--- config.mk ---
export PLATFORM = sky130hd
export DESIGN_NAME = rv_hazard
export DESIGN_NICKNAME = d
export VERILOG_FILES = /design/src/design/rv_isa_pkg.sv /design/src/design/rv_pipe_pkg.sv /design/src/design/rv_hazard.sv
export VERILOG_INCLUDE_DIRS = /design/src /design/src/design
export SDC_FILE = /design/constraint.sdc
export NUM_CORES = 1
export LEC_CHECK = 0
export BUFFER_PORTS_ARGS = -buffer_cell sky130_fd_sc_hd__buf_2
export CAP_MARGIN = 20
export CORE_AREA = 2 2 40 42
export DETAILED_ROUTE_END_ITERATION = 8
export DIE_AREA = 0 0 42 44
export PLACE_DENSITY = 0.95
export SYNTH_ARGS = -nofsm -noshare
export SYNTH_HDL_FRONTEND = slang
export SYNTH_SLANG_ARGS = --single-unit
export TNS_END_PERCENT = 30
--- constraint.sdc ---
create_clock -name vclk -period 1.8
set_input_delay 0.18 -clock vclk [all_inputs]
set_output_delay 0.18 -clock vclk [all_outputs]
set_load 0.02 [all_outputs]
--- src/design/rv_core_defines.svh ---
`ifndef RV_CORE_DEFINES_SVH
`define RV_CORE_DEFINES_SVH

// Data and address width
`define RV_XLEN 32

// Architectural registers including x0
`define RV_NREGS 32

`define RV_RESET_PC 32'h0000_0000

`endif
--- src/design/rv_isa_pkg.sv ---
`default_nettype none

package rv_isa_pkg;

  typedef enum logic [6:0] {
    OPC_LOAD   = 7'b0000011,
    OPC_OP_IMM = 7'b0010011,
    OPC_AUIPC  = 7'b0010111,
    OPC_STORE  = 7'b0100011,
    OPC_OP     = 7'b0110011,
    OPC_LUI    = 7'b0110111,
    OPC_BRANCH = 7'b1100011,
    OPC_JALR   = 7'b1100111,
    OPC_JAL    = 7'b1101111
  } rv_opcode_e;

  // Encoded as {funct7[5], funct3} of the R-type op
  typedef enum logic [3:0] {
    ALU_ADD  = 4'b0000,
    ALU_SLL  = 4'b0001,
    ALU_SLT  = 4'b0010,
    ALU_SLTU = 4'b0011,
    ALU_XOR  = 4'b0100,
    ALU_SRL  = 4'b0101,
    ALU_OR   = 4'b0110,
    ALU_AND  = 4'b0111,
    ALU_SUB  = 4'b1000,
    ALU_SRA  = 4'b1101
  } alu_op_e;

  localparam logic [2:0] F3_SR   = 3'b101;
  localparam logic [2:0] F3_BEQ  = 3'b000;
  localparam logic [2:0] F3_BNE  = 3'b001;
  localparam logic [2:0] F3_BLT  = 3'b100;
  localparam logic [2:0] F3_BGE  = 3'b101;
  localparam logic [2:0] F3_BLTU = 3'b110;
  localparam logic [2:0] F3_BGEU = 3'b111;
  localparam logic [6:0] F7_MULDIV = 7'b0000001;

  typedef struct packed {
    logic [6:0] funct7;
    logic [4:0] rs2;
    logic [4:0] rs1;
    logic [2:0] funct3;
    logic [4:0] rd;
    rv_opcode_e opcode;
  } rv_r_t;

  typedef struct packed {
    logic [11:0] imm;
    logic [4:0]  rs1;
    logic [2:0]  funct3;
    logic [4:0]  rd;
    rv_opcode_e  opcode;
  } rv_i_t;

  typedef struct packed {
    logic [6:0] imm_hi;
    logic [4:0] rs2;
    logic [4:0] rs1;
    logic [2:0] funct3;
    logic [4:0] imm_lo;
    rv_opcode_e opcode;
  } rv_s_t;

  typedef struct packed {
    logic       imm12;
    logic [5:0] imm10_5;
    logic [4:0] rs2;
    logic [4:0] rs1;
    logic [2:0] funct3;
    logic [3:0] imm4_1;
    logic       imm11;
    rv_opcode_e opcode;
  } rv_b_t;

  typedef struct packed {
    logic [19:0] imm;
    logic [4:0]  rd;
    rv_opcode_e  opcode;
  } rv_u_t;

  typedef struct packed {
    logic       imm20;
    logic [9:0] imm10_1;
    logic       imm11;
    logic [7:0] imm19_12;
    logic [4:0] rd;
    rv_opcode_e opcode;
  } rv_j_t;

  typedef union packed {
    rv_r_t r;
    rv_i_t i;
    rv_s_t s;
    rv_b_t b;
    rv_u_t u;
    rv_j_t j;
  } rv_instr_u;

endpackage

`default_nettype wire

--- src/design/rv_pipe_pkg.sv ---
`default_nettype none

`include "rv_core_defines.svh"

package rv_pipe_pkg;

  import rv_isa_pkg::*;

  typedef struct packed {
    logic    reg_write;
    logic    mem_read;
    logic    mem_write;
    logic    branch;
    logic    jump;
    logic    jalr;
    logic    mul;
    alu_op_e alu_op;
    logic    src_a_pc;
    logic    src_b_imm;
    // LUI adds the immediate to zero
    logic    zero_a;
  } ctrl_t;

  typedef enum logic [1:0] {
    FWD_RF  = 2'd0,
    FWD_MEM = 2'd1,
    FWD_WB  = 2'd2
  } fwd_sel_e;

  typedef struct packed {
    logic                valid;
    logic [`RV_XLEN-1:0] pc;
    ctrl_t               ctrl;
    logic [2:0]          funct3;
    logic [4:0]          rs1;
    logic [4:0]          rs2;
    logic [4:0]          rd;
    logic [`RV_XLEN-1:0] rs1_val;
    logic [`RV_XLEN-1:0] rs2_val;
    logic [`RV_XLEN-1:0] imm;
  } id_ex_t;

  typedef struct packed {
    logic                valid;
    logic [`RV_XLEN-1:0] pc;
    ctrl_t               ctrl;
    logic [4:0]          rd;
    logic [`RV_XLEN-1:0] result;
    logic [`RV_XLEN-1:0] store_data;
  } ex_mem_t;

  typedef struct packed {
    logic                valid;
    logic [`RV_XLEN-1:0] pc;
    ctrl_t               ctrl;
    logic [4:0]          rd;
    logic [`RV_XLEN-1:0] result;
  } mem_wb_t;

  typedef struct packed {
    logic                read;
    logic                write;
    logic [`RV_XLEN-1:0] addr;
    logic [`RV_XLEN-1:0] wdata;
  } mem_req_t;

  typedef struct packed {
    logic                valid;
    logic [4:0]          rd;
    logic [`RV_XLEN-1:0] data;
  } wb_trace_t;

endpackage

`default_nettype wire

--- src/design/rv_hazard.sv ---
`default_nettype none

module rv_hazard
  import rv_pipe_pkg::*;
(
  input  logic [4:0] ex_rs1,
  input  logic [4:0] ex_rs2,
  input  logic [4:0] mem_rd,
  input  logic [4:0] wb_rd,
  input  ctrl_t      mem_ctrl,
  input  ctrl_t      wb_ctrl,
  input  logic [4:0] id_rs1,
  input  logic [4:0] id_rs2,
  input  logic [4:0] ex_rd,
  input  logic       ex_load,
  input  logic       taken,
  output fwd_sel_e   fwd_a,
  output fwd_sel_e   fwd_b,
  output logic       stall,
  output logic       flush
);

  logic mem_fwd_ok;
  logic wb_fwd_ok;

  // A load in memory only holds its address
  assign mem_fwd_ok = mem_ctrl.reg_write && !mem_ctrl.mem_read && mem_rd != '0;
  assign wb_fwd_ok  = wb_ctrl.reg_write && wb_rd != '0;

  // Youngest producer wins
  function automatic fwd_sel_e src_for(input logic [4:0] rs);
    if (mem_fwd_ok && mem_rd == rs) begin
      return FWD_MEM;
    end
    if (wb_fwd_ok && wb_rd == rs) begin
      return FWD_WB;
    end
    return FWD_RF;
  endfunction

  always_comb begin
    fwd_a = src_for(ex_rs1);
    fwd_b = src_for(ex_rs2);
  end

  assign stall = ex_load && ex_rd != '0 && (ex_rd == id_rs1 || ex_rd == id_rs2);
  assign flush = taken;

endmodule

`default_nettype wire

==> out/qor.txt <==
Syn nets = 116
Gate Count Post-Synth = 51
DIE WIDTH = 42 um
Routed wire per std cell = 11.5 um
Max frequency = 0.587 GHz
NumNets Final = 161
Final setup vio count = 0
Drt pass-1 iters = 2
Crit path max-delay family = simple AND/OR/NAND/NOR gates
Resized cells post-CTS = 0
Cell chain of the critical path = buf_2 > or4_1 > o21ai_2 > nor4_1 > nor4_2 > buf_2
Final cell count without fillers = 110
Max rail drop VDD = 74.8 uV
Slew headroom = 60.5%
Top Ports = 71
Most frequent CP cell = buf_2
Min Tclk post-route = 1700 ps
Global-route wire length before repair = 1.91 mm
Kind of critical path = in2out
GRT Overall Usage = 13.2%
Worst path max stage delay = 530 ps
Overall Power = 0.000137 W
Routed vias = 560
Placed cells = 110
Largest net degree at the start of global routing = 4
Gr ovfl total = 0
Vias in the first global route = 499
Core area = 1420 um2
Die height = 44 um
Tcrit/Tclk final = 94.7%
Post-synth cell types = 13
Number of max-slew violations in the final report = 0
Critical path data required time = 1620 ps
DR iter-0 viols = 7
Fraction of layout instances using a drive strength above 1 = 50.0%
P&R area growth vs syn = 57.4%
DRC errors left = 0
Ys Warns = 0
Crit-path slowest cell = or4_1
Final Util = 45.0%
Final Hold Vio Count = 0
Avg Vias per Cell = 5.09
GPL Wtd Cong = 0.775
Unrepaired setup endpoints after global routing = false
Worst Tran Pin Value = 587 ps
Pwr Density = 215 nW/um2
Cell area after synthesis = 405 um2
Antenna violations before repair = 0
Final HPWL DP = 1.19 mm
Antenna Cells = 0
PortBufs = 44
Tightest Hold Check Type = in2out
FF+latch area = 0 um2
Post-Syn Area per Cell = 7.95 um2
WHS = 360 ps
Status = finished clean
Total of max-cap violations = 0
CP Launch Type = input pin
Detail Route Antenna Nets = 0
Post-Route WL = 1.27 mm
Sequential area share after synthesis = 0%
Buf/Inv on CP = 2
Critical path fanouts, max = 3
Die Footprint = 1850 um2
Crit end category = primary output
FP Rows = 14
Leak Pwr = 0.306 nW
Seq cells = 0
Critical path arrival = 1520 ps
Initial Util = 28.6%
Fin Setup TNS = 0 ps
Clock buffer count = 0
-- report_power, final --
part	internal, W	total, W	switching (W)
clock network	0	0	0
registers	0	0	0
logic	0.0000715	0.000137	0.0000654
total	0.0000715	0.000137	0.0000654
-- area by class of cell --
cell class,instances,area (um2)
Multi-Input combinational cell,50,398
Fill cell,142,781
Tap cell,16,20.0
Timing Repair Buffer,44,220
-- stage by stage --
stage               instance area [um2]  setup slack, ps
finish                              638             95.2
CTS                                 638             60.4
global placement                    638             79.1
global route                        638             8.34
floorplan                           405             91.7
detailed placement                  638             66.6
-- per-layer routing --
layer | up-vias | wire, um | global-route usage (%)
met5 | - | 0 | 0
met4 | 0 | 24 | 2.58
met3 | 2 | 162 | 1.25
met2 | 44 | 677 | 30.6
met1 | 247 | 404 | 11.9
li1 | 267 | - | -
-- final timing paths --
kind                  cells after the start       end  slack (ps)      start
worst min-delay path                      0     flush         360      taken
worst max-delay path                      6  fwd_a[1]         100  mem_rd[1]
-- cell usage in the layout (no fill, tap or decap) --
cell     instances
a21oi_1          1
o21ai_2          1
xnor2_1         10
nor4_1           2
nand3_1          4
buf_2           44
or4_1            5
nor2b_1          1
nor4_2           2
xor2_1          20
o21ai_0          1
o21ai_1          1
nor3_1           2
-- cells in the mapped netlist --
cell | instances | area [um2]
nor2b_1 | 1 | 6.26
buf_4 | 1 | 7.51
or4_1 | 5 | 37.5
xor2_1 | 20 | 175
nor4_1 | 2 | 12.5
xnor2_1 | 10 | 87.6
o21ai_0 | 1 | 5.00
nand3_1 | 4 | 20.0
o21ai_2 | 1 | 8.76
nor4_2 | 2 | 25.0
a21oi_1 | 1 | 5.00
nor3_1 | 2 | 10.0
o21ai_1 | 1 | 5.00
-- cells by family after synthesis --
group,after synthesis,share of synthesized area [%]
XOR/XNOR,30,64.8
AND/OR/NAND/NOR,16,27.5
AO/OA/AOI/OAI,4,5.86
buffers and inverters,1,1.85
-- what timing repair did --
item / CTS / global route
hold buffers: 0 / 0
buffers inserted: 0 / 0
endpoints found under the setup margin: 0 / 1
Note: power is estimated with default switching activity, not from simulation.
