`src/design/rv_core_defines.svh`:
```
`ifndef RV_CORE_DEFINES_SVH
`define RV_CORE_DEFINES_SVH

// Data and address width
`define RV_XLEN 32

// Architectural registers including x0
`define RV_NREGS 32

`define RV_RESET_PC 32'h0000_0000

`endif
```
`src/design/rv_isa_pkg.sv`:
```
`default_nettype none

package rv_isa_pkg;

  typedef enum logic [6:0] {
    OPC_LOAD   = 7'b0000011,
    OPC_OP_IMM = 7'b0010011,
    OPC_AUIPC  = 7'b0010111,
    OPC_STORE  = 7'b0100011,
    OPC_OP     = 7'b0110011,
    OPC_LUI    = 7'b0110111,
    OPC_BRANCH = 7'b1100011,
    OPC_JALR   = 7'b1100111,
    OPC_JAL    = 7'b1101111
  } rv_opcode_e;

  // Encoded as {funct7[5], funct3} of the R-type op
  typedef enum logic [3:0] {
    ALU_ADD  = 4'b0000,
    ALU_SLL  = 4'b0001,
    ALU_SLT  = 4'b0010,
    ALU_SLTU = 4'b0011,
    ALU_XOR  = 4'b0100,
    ALU_SRL  = 4'b0101,
    ALU_OR   = 4'b0110,
    ALU_AND  = 4'b0111,
    ALU_SUB  = 4'b1000,
    ALU_SRA  = 4'b1101
  } alu_op_e;

  localparam logic [2:0] F3_SR   = 3'b101;
  localparam logic [2:0] F3_BEQ  = 3'b000;
  localparam logic [2:0] F3_BNE  = 3'b001;
  localparam logic [2:0] F3_BLT  = 3'b100;
  localparam logic [2:0] F3_BGE  = 3'b101;
  localparam logic [2:0] F3_BLTU = 3'b110;
  localparam logic [2:0] F3_BGEU = 3'b111;
  localparam logic [6:0] F7_MULDIV = 7'b0000001;

  typedef struct packed {
    logic [6:0] funct7;
    logic [4:0] rs2;
    logic [4:0] rs1;
    logic [2:0] funct3;
    logic [4:0] rd;
    rv_opcode_e opcode;
  } rv_r_t;

  typedef struct packed {
    logic [11:0] imm;
    logic [4:0]  rs1;
    logic [2:0]  funct3;
    logic [4:0]  rd;
    rv_opcode_e  opcode;
  } rv_i_t;

  typedef struct packed {
    logic [6:0] imm_hi;
    logic [4:0] rs2;
    logic [4:0] rs1;
    logic [2:0] funct3;
    logic [4:0] imm_lo;
    rv_opcode_e opcode;
  } rv_s_t;

  typedef struct packed {
    logic       imm12;
    logic [5:0] imm10_5;
    logic [4:0] rs2;
    logic [4:0] rs1;
    logic [2:0] funct3;
    logic [3:0] imm4_1;
    logic       imm11;
    rv_opcode_e opcode;
  } rv_b_t;

  typedef struct packed {
    logic [19:0] imm;
    logic [4:0]  rd;
    rv_opcode_e  opcode;
  } rv_u_t;

  typedef struct packed {
    logic       imm20;
    logic [9:0] imm10_1;
    logic       imm11;
    logic [7:0] imm19_12;
    logic [4:0] rd;
    rv_opcode_e opcode;
  } rv_j_t;

  typedef union packed {
    rv_r_t r;
    rv_i_t i;
    rv_s_t s;
    rv_b_t b;
    rv_u_t u;
    rv_j_t j;
  } rv_instr_u;

endpackage

`default_nettype wire

```
`src/design/rv_pipe_pkg.sv`:
```
`default_nettype none

`include "rv_core_defines.svh"

package rv_pipe_pkg;

  import rv_isa_pkg::*;

  typedef struct packed {
    logic    reg_write;
    logic    mem_read;
    logic    mem_write;
    logic    branch;
    logic    jump;
    logic    jalr;
    logic    mul;
    alu_op_e alu_op;
    logic    src_a_pc;
    logic    src_b_imm;
    // LUI adds the immediate to zero
    logic    zero_a;
  } ctrl_t;

  typedef enum logic [1:0] {
    FWD_RF  = 2'd0,
    FWD_MEM = 2'd1,
    FWD_WB  = 2'd2
  } fwd_sel_e;

  typedef struct packed {
    logic                valid;
    logic [`RV_XLEN-1:0] pc;
    ctrl_t               ctrl;
    logic [2:0]          funct3;
    logic [4:0]          rs1;
    logic [4:0]          rs2;
    logic [4:0]          rd;
    logic [`RV_XLEN-1:0] rs1_val;
    logic [`RV_XLEN-1:0] rs2_val;
    logic [`RV_XLEN-1:0] imm;
  } id_ex_t;

  typedef struct packed {
    logic                valid;
    logic [`RV_XLEN-1:0] pc;
    ctrl_t               ctrl;
    logic [4:0]          rd;
    logic [`RV_XLEN-1:0] result;
    logic [`RV_XLEN-1:0] store_data;
  } ex_mem_t;

  typedef struct packed {
    logic                valid;
    logic [`RV_XLEN-1:0] pc;
    ctrl_t               ctrl;
    logic [4:0]          rd;
    logic [`RV_XLEN-1:0] result;
  } mem_wb_t;

  typedef struct packed {
    logic                read;
    logic                write;
    logic [`RV_XLEN-1:0] addr;
    logic [`RV_XLEN-1:0] wdata;
  } mem_req_t;

  typedef struct packed {
    logic                valid;
    logic [4:0]          rd;
    logic [`RV_XLEN-1:0] data;
  } wb_trace_t;

endpackage

`default_nettype wire

```
`src/design/rv_decoder.sv`:
```
`default_nettype none

`include "rv_core_defines.svh"

module rv_decoder
  import rv_isa_pkg::*;
  import rv_pipe_pkg::*;
(
  input  rv_instr_u           instr,
  output ctrl_t               ctrl,
  output logic [4:0]          rs1,
  output logic [4:0]          rs2,
  output logic [4:0]          rd,
  output logic [`RV_XLEN-1:0] imm
);

  logic [`RV_XLEN-1:0] imm_i;
  logic [`RV_XLEN-1:0] imm_s;
  logic [`RV_XLEN-1:0] imm_b;
  logic [`RV_XLEN-1:0] imm_u;
  logic [`RV_XLEN-1:0] imm_j;

  assign imm_i = {{(`RV_XLEN-12){instr.i.imm[11]}}, instr.i.imm};
  assign imm_s = {{(`RV_XLEN-12){instr.s.imm_hi[6]}}, instr.s.imm_hi, instr.s.imm_lo};
  assign imm_b = {{(`RV_XLEN-12){instr.b.imm12}}, instr.b.imm11, instr.b.imm10_5,
                  instr.b.imm4_1, 1'b0};
  assign imm_u = {instr.u.imm, 12'b0};
  assign imm_j = {{(`RV_XLEN-20){instr.j.imm20}}, instr.j.imm19_12, instr.j.imm11,
                  instr.j.imm10_1, 1'b0};

  // Unused source fields stay zero so they never cause a stall
  always_comb begin
    ctrl = '0;
    rs1  = '0;
    rs2  = '0;
    rd   = instr.r.rd;
    imm  = '0;
    case (instr.r.opcode)
      OPC_OP: begin
        rs1            = instr.r.rs1;
        rs2            = instr.r.rs2;
        ctrl.reg_write = 1'b1;
        ctrl.mul       = (instr.r.funct7 == F7_MULDIV);
        ctrl.alu_op    = alu_op_e'({instr.r.funct7[5], instr.r.funct3});
      end
      OPC_OP_IMM: begin
        rs1            = instr.i.rs1;
        imm            = imm_i;
        ctrl.reg_write = 1'b1;
        ctrl.src_b_imm = 1'b1;
        // Bit 30 picks SRAI only
        ctrl.alu_op    = alu_op_e'({instr.i.funct3 == F3_SR && instr.i.imm[10],
                                    instr.i.funct3});
      end
      OPC_LOAD: begin
        rs1            = instr.i.rs1;
        imm            = imm_i;
        ctrl.reg_write = 1'b1;
        ctrl.mem_read  = 1'b1;
        ctrl.src_b_imm = 1'b1;
      end
      OPC_STORE: begin
        rs1            = instr.s.rs1;
        rs2            = instr.s.rs2;
        imm            = imm_s;
        ctrl.mem_write = 1'b1;
        ctrl.src_b_imm = 1'b1;
      end
      OPC_BRANCH: begin
        rs1         = instr.b.rs1;
        rs2         = instr.b.rs2;
        imm         = imm_b;
        ctrl.branch = 1'b1;
      end
      OPC_LUI: begin
        imm            = imm_u;
        ctrl.reg_write = 1'b1;
        ctrl.zero_a    = 1'b1;
        ctrl.src_b_imm = 1'b1;
      end
      OPC_AUIPC: begin
        imm            = imm_u;
        ctrl.reg_write = 1'b1;
        ctrl.src_a_pc  = 1'b1;
        ctrl.src_b_imm = 1'b1;
      end
      OPC_JAL: begin
        imm            = imm_j;
        ctrl.reg_write = 1'b1;
        ctrl.jump      = 1'b1;
      end
      OPC_JALR: begin
        rs1            = instr.i.rs1;
        imm            = imm_i;
        ctrl.reg_write = 1'b1;
        ctrl.jump      = 1'b1;
        ctrl.jalr      = 1'b1;
      end
      default: begin
        rd = '0;
      end
    endcase
  end

endmodule

`default_nettype wire

```
`config.mk`:
```
export PLATFORM = sky130hd
export DESIGN_NAME = rv_decoder
export DESIGN_NICKNAME = d
export VERILOG_FILES = /design/src/design/rv_isa_pkg.sv /design/src/design/rv_pipe_pkg.sv /design/src/design/rv_decoder.sv
export VERILOG_INCLUDE_DIRS = /design/src /design/src/design
export SDC_FILE = /design/constraint.sdc
export NUM_CORES = 1
export LEC_CHECK = 0
export ABC_AREA = 0
export BUFFER_PORTS_ARGS = -buffer_cell sky130_fd_sc_hd__buf_2
export CAP_MARGIN = 40
export CORE_MARGIN = 4
export CORE_UTILIZATION = 32
export DETAILED_ROUTE_END_ITERATION = 10
export PLACE_DENSITY_LB_ADDON = 0.08
export SLEW_MARGIN = 30
export SYNTH_ARGS = -nofsm -noshare
export SYNTH_HDL_FRONTEND = slang
export SYNTH_SLANG_ARGS = --single-unit
```
`constraint.sdc`:
```
create_clock -name vclk -period 0.87
set_input_delay 0.0435 -clock vclk [all_inputs]
set_output_delay 0.0435 -clock vclk [all_outputs]
set_load 0.005 [all_outputs]
```
==> flow_summary.toml <==
[layout]
drive_above_1_share_pct = 74.8
final.clkbuf_count = 0
area_growth_pct = 157
nFlopsAndLatches = 0
num_antenna_cells = 0
seq_area_um2 = 0
utilization_pct = 88.9
finalNetCount = 280

[detailed_routing]
num_vias = 1484
ant_nets = 0
route.detailed.drc = 0
met1_length_um = 1820
first_iter_violations = 79
via_per_inst = 5.42
dr.pass1.iters = 4
topRoutingLayerUsed = "met4"
wirelength_um = 5000
wl_met2_um = 2640
routedWlPerCell_um = 18.2
wl_met3_um = 326

[power_and_ir_drop]
p_leak_uw = 0.00123
powerDensity_nw_per_um2 = 325
pwr-share-comb_pct = 100.0
p_sw_uw = 318
report.power.total_uw = 657
swShare_pct = 48.4
ir_worst_vdd_mv = 0.277
clkPwrFrac_pct = 0
intPower_uw = 339
power_frac_seq_pct = 0

[critical_path]
path_max_fanout = 6
worstSetupEndpointType = "output pin"
worst_setup_path_start_kind = "input pin"
critical_path_arrival_ns = 1.18
critPathBufInv = 3
path_cells = "buf_8 > and3b_2 > nand3_4 > a21oi_4 > buf_6 > a21o_1 > buf_2"
crit_family = "simple AND/OR/NAND/NOR gates"
critPathSlowestCell = "and3b_2"
crit_path_max_incr_delay_ns = 0.29
worst-setup-path-type = "input pin to output pin"
cp_data_required_time_ns = 0.83

[timing]
rsz0062_at_grt = "yes"
fmax_mhz = 817
fin_ws_ns = -0.354
maxSlewViolCount = 0
relSlewSlack_pct = 78.5
tightest_slew_ns = 0.321
layout_min_cycle_time_ns = 1.22
fin_setup_tns_ns = -13.83
min_period_over_period_pct = 141
setup_viol = 58
finalHoldViolCount = 0

[yosys]
synth_fp_nets = 148
synth.distinct_cells = 38
synth_area_um2 = 788
ys.warnings.count = 0
syn_inst = 116
yosysSeqAreaShare_pct = 0
syn_area_per_cell_um2 = 6.80

[global_routing]
overflow = 0
grt_max_degree = 9
grt_use_total_pct = 23.4
antenna_found_initial = 0
grt_pass1_vias = 1389
grt_pass1_wl_um = 6430

[place]
hpwl_um = 3040
dp_slack_ns = -0.365
routabilityCongestion = 0.813
io_buffers = 93

[run_status]
status = "finished with violations"
violations = "setup timing"

[die]
die_w_um = 57.6
rows = 17
start_util_pct = 34.6
core_um2 = 2280
ioPinCount = 93
die_h_um = 57.6
dieArea_um2 = 3320

[clock_tree]
holdBufCountCts = 0

[run]
cap_violations = 0

[worst_hold_path]
min_path_type = "input pin to output pin"
layer usage:
layer / up-vias / track usage [%]
met5: - / 0
li1: 687 / -
met3: 22 / 1.56
met1: 695 / 28.3
met2: 80 / 45.5
met4: 0 / 2.98
worst paths after layout:
path / slack, ns / depth (start not counted) / endpoint / startpoint
hold / removal: 0.37 / 3 / imm[19] / instr[19]
setup / recovery: -0.35 / 7 / imm[23] / instr[3]
per-stage QoR:
step | hold slack [ns] | cell area, um^2 | instances
after CTS | 0.370 | 1840 | 266
after floorplan | 0.118 | 857 | 116
after detailed placement | 0.367 | 1500 | 257
after global placement | 0.366 | 1500 | 257
final | 0.368 | 2020 | 274
after global routing | 0.388 | 2020 | 274
cell usage after synthesis, types with 2 or more instances:
cell type,number,area share (%)
a21o_1,19,18
and2_1,17,13
nor2_1,10,4.8
nand2_1,8,3.8
nor2b_1,6,4.8
a22o_1,5,5.6
and3_1,5,4.0
o21ai_0,4,2.5
a21oi_1,3,1.9
buf_4,3,2.9
inv_1,3,1.4
nand3_1,3,1.9
nor3_1,3,1.9
a21oi_2,2,2.2
nand2b_1,2,1.6
repair_timing:
action                                  CTS  global route
cloned                                    2             0
buffers inserted                          7            10
endpoints found under the setup margin   61            61
pin swaps                                31            27
resized for setup                        64            31
logic make-up (layout without fill, tap and decap cells):
group | after synthesis | in the layout | synth area share [%]
and+or+nand+nor | 70 | 71 | 57.3
AOI/OAI and AO/OA | 38 | 38 | 36.3
buffers and inverters | 8 | 137 | 6.35
power by group through the flow:
| stage | sequential (uW) | clock (uW) | combinational (uW) |
|---|---|---|---|
| after CTS | 0 | 0 | 576 |
| after global placement | 0 | 0 | 428 |
| after detailed placement | 0 | 0 | 440 |
| final | 0 | 0 | 657 |
| after global routing | 0 | 0 | 694 |
| after floorplan | 0 | 0 | 192 |
area by class of cell:
class	instances	area, um^2
fill	123	251
inverter	3	11.3
multi-input combinational	109	993
timing repair buffer	134	985
tap	28	35.0
cell usage in the layout (no fill, tap or decap), types with 2 or more instances in the layout:
cell	count
a21o_1	19
a21oi_2	2
a21oi_4	3
a22o_1	5
and2_1	10
and2_4	7
and3_4	5
buf_12	2
buf_2	77
buf_4	20
buf_6	31
buf_8	4
inv_2	2
nand2_1	5
nand2b_4	2
nand3_1	2
nand3_4	3
nor2_1	6
nor2_2	2
nor2_4	3
nor2b_1	5
nor3_2	2
nor3_4	3
o21ai_0	2
o21ai_2	2
(Power assumes the default switching activity.)
