<file path="config.mk">
export PLATFORM = sky130hd
export DESIGN_NAME = rv_execute
export DESIGN_NICKNAME = d
export VERILOG_FILES = /design/src/design/rv_isa_pkg.sv /design/src/design/rv_pipe_pkg.sv /design/src/design/rv_execute.sv
export VERILOG_INCLUDE_DIRS = /design/src /design/src/design
export SDC_FILE = /design/constraint.sdc
export NUM_CORES = 2
export LEC_CHECK = 0
export ABC_CLOCK_PERIOD_IN_PS = 11300
export BUFFER_PORTS_ARGS = -buffer_cell sky130_fd_sc_hd__buf_4
export CORE_MARGIN = 2
export CORE_UTILIZATION = 27
export DETAILED_ROUTE_END_ITERATION = 8
export SLEW_MARGIN = 10
export SYNTH_ARGS = -nofsm -noshare
export SYNTH_HDL_FRONTEND = slang
export SYNTH_SLANG_ARGS = --single-unit
</file>
<file path="constraint.sdc">
create_clock -name vclk -period 11.3
set_input_delay 0.565 -clock vclk [all_inputs]
set_output_delay 0.565 -clock vclk [all_outputs]
set_load 0.05 [all_outputs]
</file>
<file path="src/design/rv_core_defines.svh">
`ifndef RV_CORE_DEFINES_SVH
`define RV_CORE_DEFINES_SVH

// Data and address width
`define RV_XLEN 32

// Architectural registers including x0
`define RV_NREGS 32

`define RV_RESET_PC 32'h0000_0000

`endif
</file>
<file path="src/design/rv_isa_pkg.sv">
`default_nettype none

package rv_isa_pkg;

  typedef enum logic [6:0] {
    OPC_LOAD   = 7'b0000011,
    OPC_OP_IMM = 7'b0010011,
    OPC_AUIPC  = 7'b0010111,
    OPC_STORE  = 7'b0100011,
    OPC_OP     = 7'b0110011,
    OPC_LUI    = 7'b0110111,
    OPC_BRANCH = 7'b1100011,
    OPC_JALR   = 7'b1100111,
    OPC_JAL    = 7'b1101111
  } rv_opcode_e;

  // Encoded as {funct7[5], funct3} of the R-type op
  typedef enum logic [3:0] {
    ALU_ADD  = 4'b0000,
    ALU_SLL  = 4'b0001,
    ALU_SLT  = 4'b0010,
    ALU_SLTU = 4'b0011,
    ALU_XOR  = 4'b0100,
    ALU_SRL  = 4'b0101,
    ALU_OR   = 4'b0110,
    ALU_AND  = 4'b0111,
    ALU_SUB  = 4'b1000,
    ALU_SRA  = 4'b1101
  } alu_op_e;

  localparam logic [2:0] F3_SR   = 3'b101;
  localparam logic [2:0] F3_BEQ  = 3'b000;
  localparam logic [2:0] F3_BNE  = 3'b001;
  localparam logic [2:0] F3_BLT  = 3'b100;
  localparam logic [2:0] F3_BGE  = 3'b101;
  localparam logic [2:0] F3_BLTU = 3'b110;
  localparam logic [2:0] F3_BGEU = 3'b111;
  localparam logic [6:0] F7_MULDIV = 7'b0000001;

  typedef struct packed {
    logic [6:0] funct7;
    logic [4:0] rs2;
    logic [4:0] rs1;
    logic [2:0] funct3;
    logic [4:0] rd;
    rv_opcode_e opcode;
  } rv_r_t;

  typedef struct packed {
    logic [11:0] imm;
    logic [4:0]  rs1;
    logic [2:0]  funct3;
    logic [4:0]  rd;
    rv_opcode_e  opcode;
  } rv_i_t;

  typedef struct packed {
    logic [6:0] imm_hi;
    logic [4:0] rs2;
    logic [4:0] rs1;
    logic [2:0] funct3;
    logic [4:0] imm_lo;
    rv_opcode_e opcode;
  } rv_s_t;

  typedef struct packed {
    logic       imm12;
    logic [5:0] imm10_5;
    logic [4:0] rs2;
    logic [4:0] rs1;
    logic [2:0] funct3;
    logic [3:0] imm4_1;
    logic       imm11;
    rv_opcode_e opcode;
  } rv_b_t;

  typedef struct packed {
    logic [19:0] imm;
    logic [4:0]  rd;
    rv_opcode_e  opcode;
  } rv_u_t;

  typedef struct packed {
    logic       imm20;
    logic [9:0] imm10_1;
    logic       imm11;
    logic [7:0] imm19_12;
    logic [4:0] rd;
    rv_opcode_e opcode;
  } rv_j_t;

  typedef union packed {
    rv_r_t r;
    rv_i_t i;
    rv_s_t s;
    rv_b_t b;
    rv_u_t u;
    rv_j_t j;
  } rv_instr_u;

endpackage

`default_nettype wire

</file>
<file path="src/design/rv_pipe_pkg.sv">
`default_nettype none

`include "rv_core_defines.svh"

package rv_pipe_pkg;

  import rv_isa_pkg::*;

  typedef struct packed {
    logic    reg_write;
    logic    mem_read;
    logic    mem_write;
    logic    branch;
    logic    jump;
    logic    jalr;
    logic    mul;
    alu_op_e alu_op;
    logic    src_a_pc;
    logic    src_b_imm;
    // LUI adds the immediate to zero
    logic    zero_a;
  } ctrl_t;

  typedef enum logic [1:0] {
    FWD_RF  = 2'd0,
    FWD_MEM = 2'd1,
    FWD_WB  = 2'd2
  } fwd_sel_e;

  typedef struct packed {
    logic                valid;
    logic [`RV_XLEN-1:0] pc;
    ctrl_t               ctrl;
    logic [2:0]          funct3;
    logic [4:0]          rs1;
    logic [4:0]          rs2;
    logic [4:0]          rd;
    logic [`RV_XLEN-1:0] rs1_val;
    logic [`RV_XLEN-1:0] rs2_val;
    logic [`RV_XLEN-1:0] imm;
  } id_ex_t;

  typedef struct packed {
    logic                valid;
    logic [`RV_XLEN-1:0] pc;
    ctrl_t               ctrl;
    logic [4:0]          rd;
    logic [`RV_XLEN-1:0] result;
    logic [`RV_XLEN-1:0] store_data;
  } ex_mem_t;

  typedef struct packed {
    logic                valid;
    logic [`RV_XLEN-1:0] pc;
    ctrl_t               ctrl;
    logic [4:0]          rd;
    logic [`RV_XLEN-1:0] result;
  } mem_wb_t;

  typedef struct packed {
    logic                read;
    logic                write;
    logic [`RV_XLEN-1:0] addr;
    logic [`RV_XLEN-1:0] wdata;
  } mem_req_t;

  typedef struct packed {
    logic                valid;
    logic [4:0]          rd;
    logic [`RV_XLEN-1:0] data;
  } wb_trace_t;

endpackage

`default_nettype wire

</file>
<file path="src/design/rv_execute.sv">
`default_nettype none

`include "rv_core_defines.svh"

module rv_execute
  import rv_isa_pkg::*;
  import rv_pipe_pkg::*;
(
  input  id_ex_t              ex,
  input  fwd_sel_e            fwd_a,
  input  fwd_sel_e            fwd_b,
  input  logic [`RV_XLEN-1:0] mem_result,
  input  logic [`RV_XLEN-1:0] wb_value,
  output logic [`RV_XLEN-1:0] result,
  output logic [`RV_XLEN-1:0] store_data,
  output logic                taken,
  output logic [`RV_XLEN-1:0] target
);

  logic [`RV_XLEN-1:0] rs1_fwd;
  logic [`RV_XLEN-1:0] rs2_fwd;
  logic [`RV_XLEN-1:0] op_a;
  logic [`RV_XLEN-1:0] op_b;
  logic [`RV_XLEN-1:0] alu_res;
  logic [`RV_XLEN-1:0] tgt_sum;
  logic                cond;

  function automatic logic [`RV_XLEN-1:0] operand(
    input fwd_sel_e            sel,
    input logic [`RV_XLEN-1:0] rf_val
  );
    case (sel)
      FWD_MEM: return mem_result;
      FWD_WB:  return wb_value;
      default: return rf_val;
    endcase
  endfunction

  always_comb begin
    rs1_fwd = operand(fwd_a, ex.rs1_val);
    rs2_fwd = operand(fwd_b, ex.rs2_val);
  end

  assign op_a       = ex.ctrl.zero_a ? '0 : (ex.ctrl.src_a_pc ? ex.pc : rs1_fwd);
  assign op_b       = ex.ctrl.src_b_imm ? ex.imm : rs2_fwd;
  assign store_data = rs2_fwd;

  always_comb begin
    case (ex.ctrl.alu_op)
      ALU_SUB:  alu_res = op_a - op_b;
      ALU_SLL:  alu_res = op_a << op_b[4:0];
      ALU_SLT:  alu_res = {{(`RV_XLEN-1){1'b0}}, $signed(op_a) < $signed(op_b)};
      ALU_SLTU: alu_res = {{(`RV_XLEN-1){1'b0}}, op_a < op_b};
      ALU_XOR:  alu_res = op_a ^ op_b;
      ALU_SRL:  alu_res = op_a >> op_b[4:0];
      ALU_SRA:  alu_res = $signed(op_a) >>> op_b[4:0];
      ALU_OR:   alu_res = op_a | op_b;
      ALU_AND:  alu_res = op_a & op_b;
      default:  alu_res = op_a + op_b;
    endcase
  end

  // Low half of the product only
  assign result = ex.ctrl.mul ? rs1_fwd * rs2_fwd : alu_res;

  always_comb begin
    case (ex.funct3)
      F3_BEQ:  cond = (rs1_fwd == rs2_fwd);
      F3_BNE:  cond = (rs1_fwd != rs2_fwd);
      F3_BLT:  cond = ($signed(rs1_fwd) < $signed(rs2_fwd));
      F3_BGE:  cond = ($signed(rs1_fwd) >= $signed(rs2_fwd));
      F3_BLTU: cond = (rs1_fwd < rs2_fwd);
      F3_BGEU: cond = (rs1_fwd >= rs2_fwd);
      default: cond = 1'b0;
    endcase
  end

  assign taken   = ex.valid && (ex.ctrl.jump || (ex.ctrl.branch && cond));
  assign tgt_sum = (ex.ctrl.jalr ? rs1_fwd : ex.pc) + ex.imm;
  assign target  = {tgt_sum[`RV_XLEN-1:1], tgt_sum[0] & ~ex.ctrl.jalr};

endmodule

`default_nettype wire

</file>
==> results.py <==
metrics = {
    "worst_hold_path": {
        "worst_hold_path.num_cells": 3,
        "worstHoldStart": "ex[123]",
        "holdPathEnd": "taken",
        "hp-class": "in -> out",
    },
    "timing": {
        "final-setup-viol-count": 0,
        "final_hold_violating_endpoints": 0,
        "finalMaxSlewViolations": 0,
        "achievable-frequency_mhz": 93.4,
        "period_minus_slack_ns": 10.70,
        "final_min_period_over_clock_period_pct": 94.7,
        "worst_pin_slew_ns": 1.10,
        "rsz0062_at_grt": "no",
        "slew_headroom_pct": 26.4,
        "tns_ns": 0,
    },
    "setup_path": {
        "slowest_stage": "sky130_fd_sc_hd__or2_1",
        "crit_family": "adder cells",
        "critPathRequiredTime_ns": 10.74,
        "critPathKind": "in -> out",
        "crit_path_max_fanout": 23,
        "end_kind": "output pin",
        "worst-path-buf-inv": 7,
        "timing.critical_path.slowest_cell_delay_ns": 0.87,
        "cp-start-kind": "input pin",
        "worst_ep_arrival_time_ns": 10.14,
        "critPathMostFrequentCell": "sky130_fd_sc_hd__fa_1",
    },
    "final_layout": {
        "filler_cell_count": 11588,
        "layout.area.seq_um2": 0,
        "drive_above_1_share_pct": 15.3,
        "layout.clock_buffers": 0,
        "nFlopsAndLatches": 0,
        "layout.cells.most_common_list": "504 x sky130_fd_sc_hd__inv_1, 451 x sky130_fd_sc_hd__nor2_1, 447 x sky130_fd_sc_hd__buf_4",
        "area_delta_synth_final_pct": 14.5,
        "final_common_cell": "sky130_fd_sc_hd__inv_1",
        "num-nets-final": 4947,
    },
    "logic_synthesis": {
        "synth.avg_cell_area_um2": 7.70,
        "netlist_area_um2": 29100,
        "syn_nets": 4719,
        "synth-warning-count": 0,
        "netlist-cell-type-count": 91,
        "synth-seq-area-share_pct": 0,
        "synthCells": 3776,
    },
    "floorplanning": {
        "initial_utilization_pct": 27.2,
        "core-area_um2": 107000,
        "die-area_um2": 110000,
        "width_of_the_chip_um": 332,
        "placement_rows": 120,
        "boundaryPins": 326,
        "chipHeight_um": 332,
    },
    "route": {
        "route.final.wire_length_um": 149000,
        "viasPerCell": 5.62,
        "wl_per_cell_um": 27.6,
        "num_vias": 30356,
        "dr.first_iter.drc_count": 3521,
        "drt_pre_antenna_iters": 7,
        "ant_nets": 0,
        "drc": 0,
    },
    "grt": {
        "grt_usage_pct": 26.0,
        "initial_antenna_violation_count": 6,
        "grt_remaining_overflow": 0,
        "grt_first_pass_wirelength_um": 211000,
        "grt_start_max_net_pins": 66,
        "grt_pass1_vias": 29840,
    },
    "clock_network": {
        "cts_repair_resize_count": 0,
        "hold_fix_buffers_at_cts": 0,
        "cts_setup_buffers": 0,
    },
    "placed_design": {
        "io_buffers": 308,
        "detailedPlacementHpwl_um": 122000,
        "gp_congestion": 1.02,
    },
    "flow_run": {
        "max_cap_violations": 0,
    },
    "status": {
        "status": "complete, no violations",
    },
}
## final cells by class
class | count | area (µm²) | area share [%]
diodes | 1 | 2.50 | 0.00751
inverters | 543 | 2040 | 6.12
multi-input cells | 3008 | 26100 | 78.3
well taps | 1403 | 1760 | 5.27
repair buffers | 451 | 3440 | 10.3
## cells in the mapped netlist (all sizes together) (25+ instances only)
cell,number,share of area [%]
xor2,25,0.75
ha,303,13
a21oi,154,2.7
o21ai,178,3.2
a22oi,74,2.0
o211ai,31,0.82
nor2b,27,0.58
mux2,56,2.2
inv,524,6.8
a211oi,25,0.65
o221ai,43,1.8
mux2i,124,4.3
o21a,41,1.1
fa,411,28
xnor2,100,3.0
a221oi,33,1.0
clkbuf,134,1.7
nand2b,29,0.68
nand3b,35,0.90
a21o,58,1.5
buf,91,1.8
nor3,43,0.74
nor2,452,5.8
nand3,38,0.65
nand2,430,5.6
## how the worst max path moves through the flow
stage | depth (start not counted) | start | slack (ns) | to
finish | 27 | fwd_b[0] | 0.60 | result[31]
global route | 31 | fwd_b[0] | 0.46 | result[31]
CTS | 27 | fwd_b[0] | 0.73 | result[31]
detailed placement | 27 | fwd_b[0] | 0.74 | result[31]
global placement | 27 | fwd_b[0] | 0.74 | result[31]
floorplan | 31 | fwd_b[0] | 1.13 | result[31]
## worst min-delay path: stages
cell	delay, ns
sky130_fd_sc_hd__buf_4	0.08
sky130_fd_sc_hd__a22o_1	0.11
sky130_fd_sc_hd__buf_4	0.19
## kinds of logic (layout without fill, tap and decap cells)
group	Yosys count	count (layout)	synth area share [%]
AO/OA/AOI/OAI	841	841	20.8
XOR/XNOR	126	126	3.84
adder cells (fa/ha/maj)	714	714	41.3
buffers and inverters	768	994	10.5
multiplexers	181	181	6.51
other	0	1	0
AND/OR/NAND/NOR	1146	1146	17.0
## routing by layer
| metal | vias up | GRT usage (%) | wire length [µm] |
|---|---|---|---|
| met4 | 6 | 12.0 | 8520 |
| met1 | 14943 | 33.5 | 58700 |
| met5 | - | 0 | 34 |
| met3 | 368 | 9.30 | 20000 |
| li1 | 13101 | - | - |
| met2 | 1938 | 38.7 | 61800 |
## metrics by stage
stage / std cells / area, µm² / hold WS (ns) / setup slack, ns / utilization (%)
2_1_floorplan: 3776 / 29100 / 1.37 / 1.13 / -
5_1_grt: 5405 / 33300 / 1.52 / 0.464 / 31.2
3_3_place_gp: 5405 / 33300 / 1.51 / 0.741 / 31.2
4_1_cts: 5405 / 33300 / 1.51 / 0.729 / 31.2
3_5_place_dp: 5405 / 33300 / 1.51 / 0.741 / 31.2
6_report: 5406 / 33300 / 1.51 / 0.596 / 31.2
Power is not shown: default switching activity piles up to over one toggle a cycle in this logic, so the estimate is an artifact.
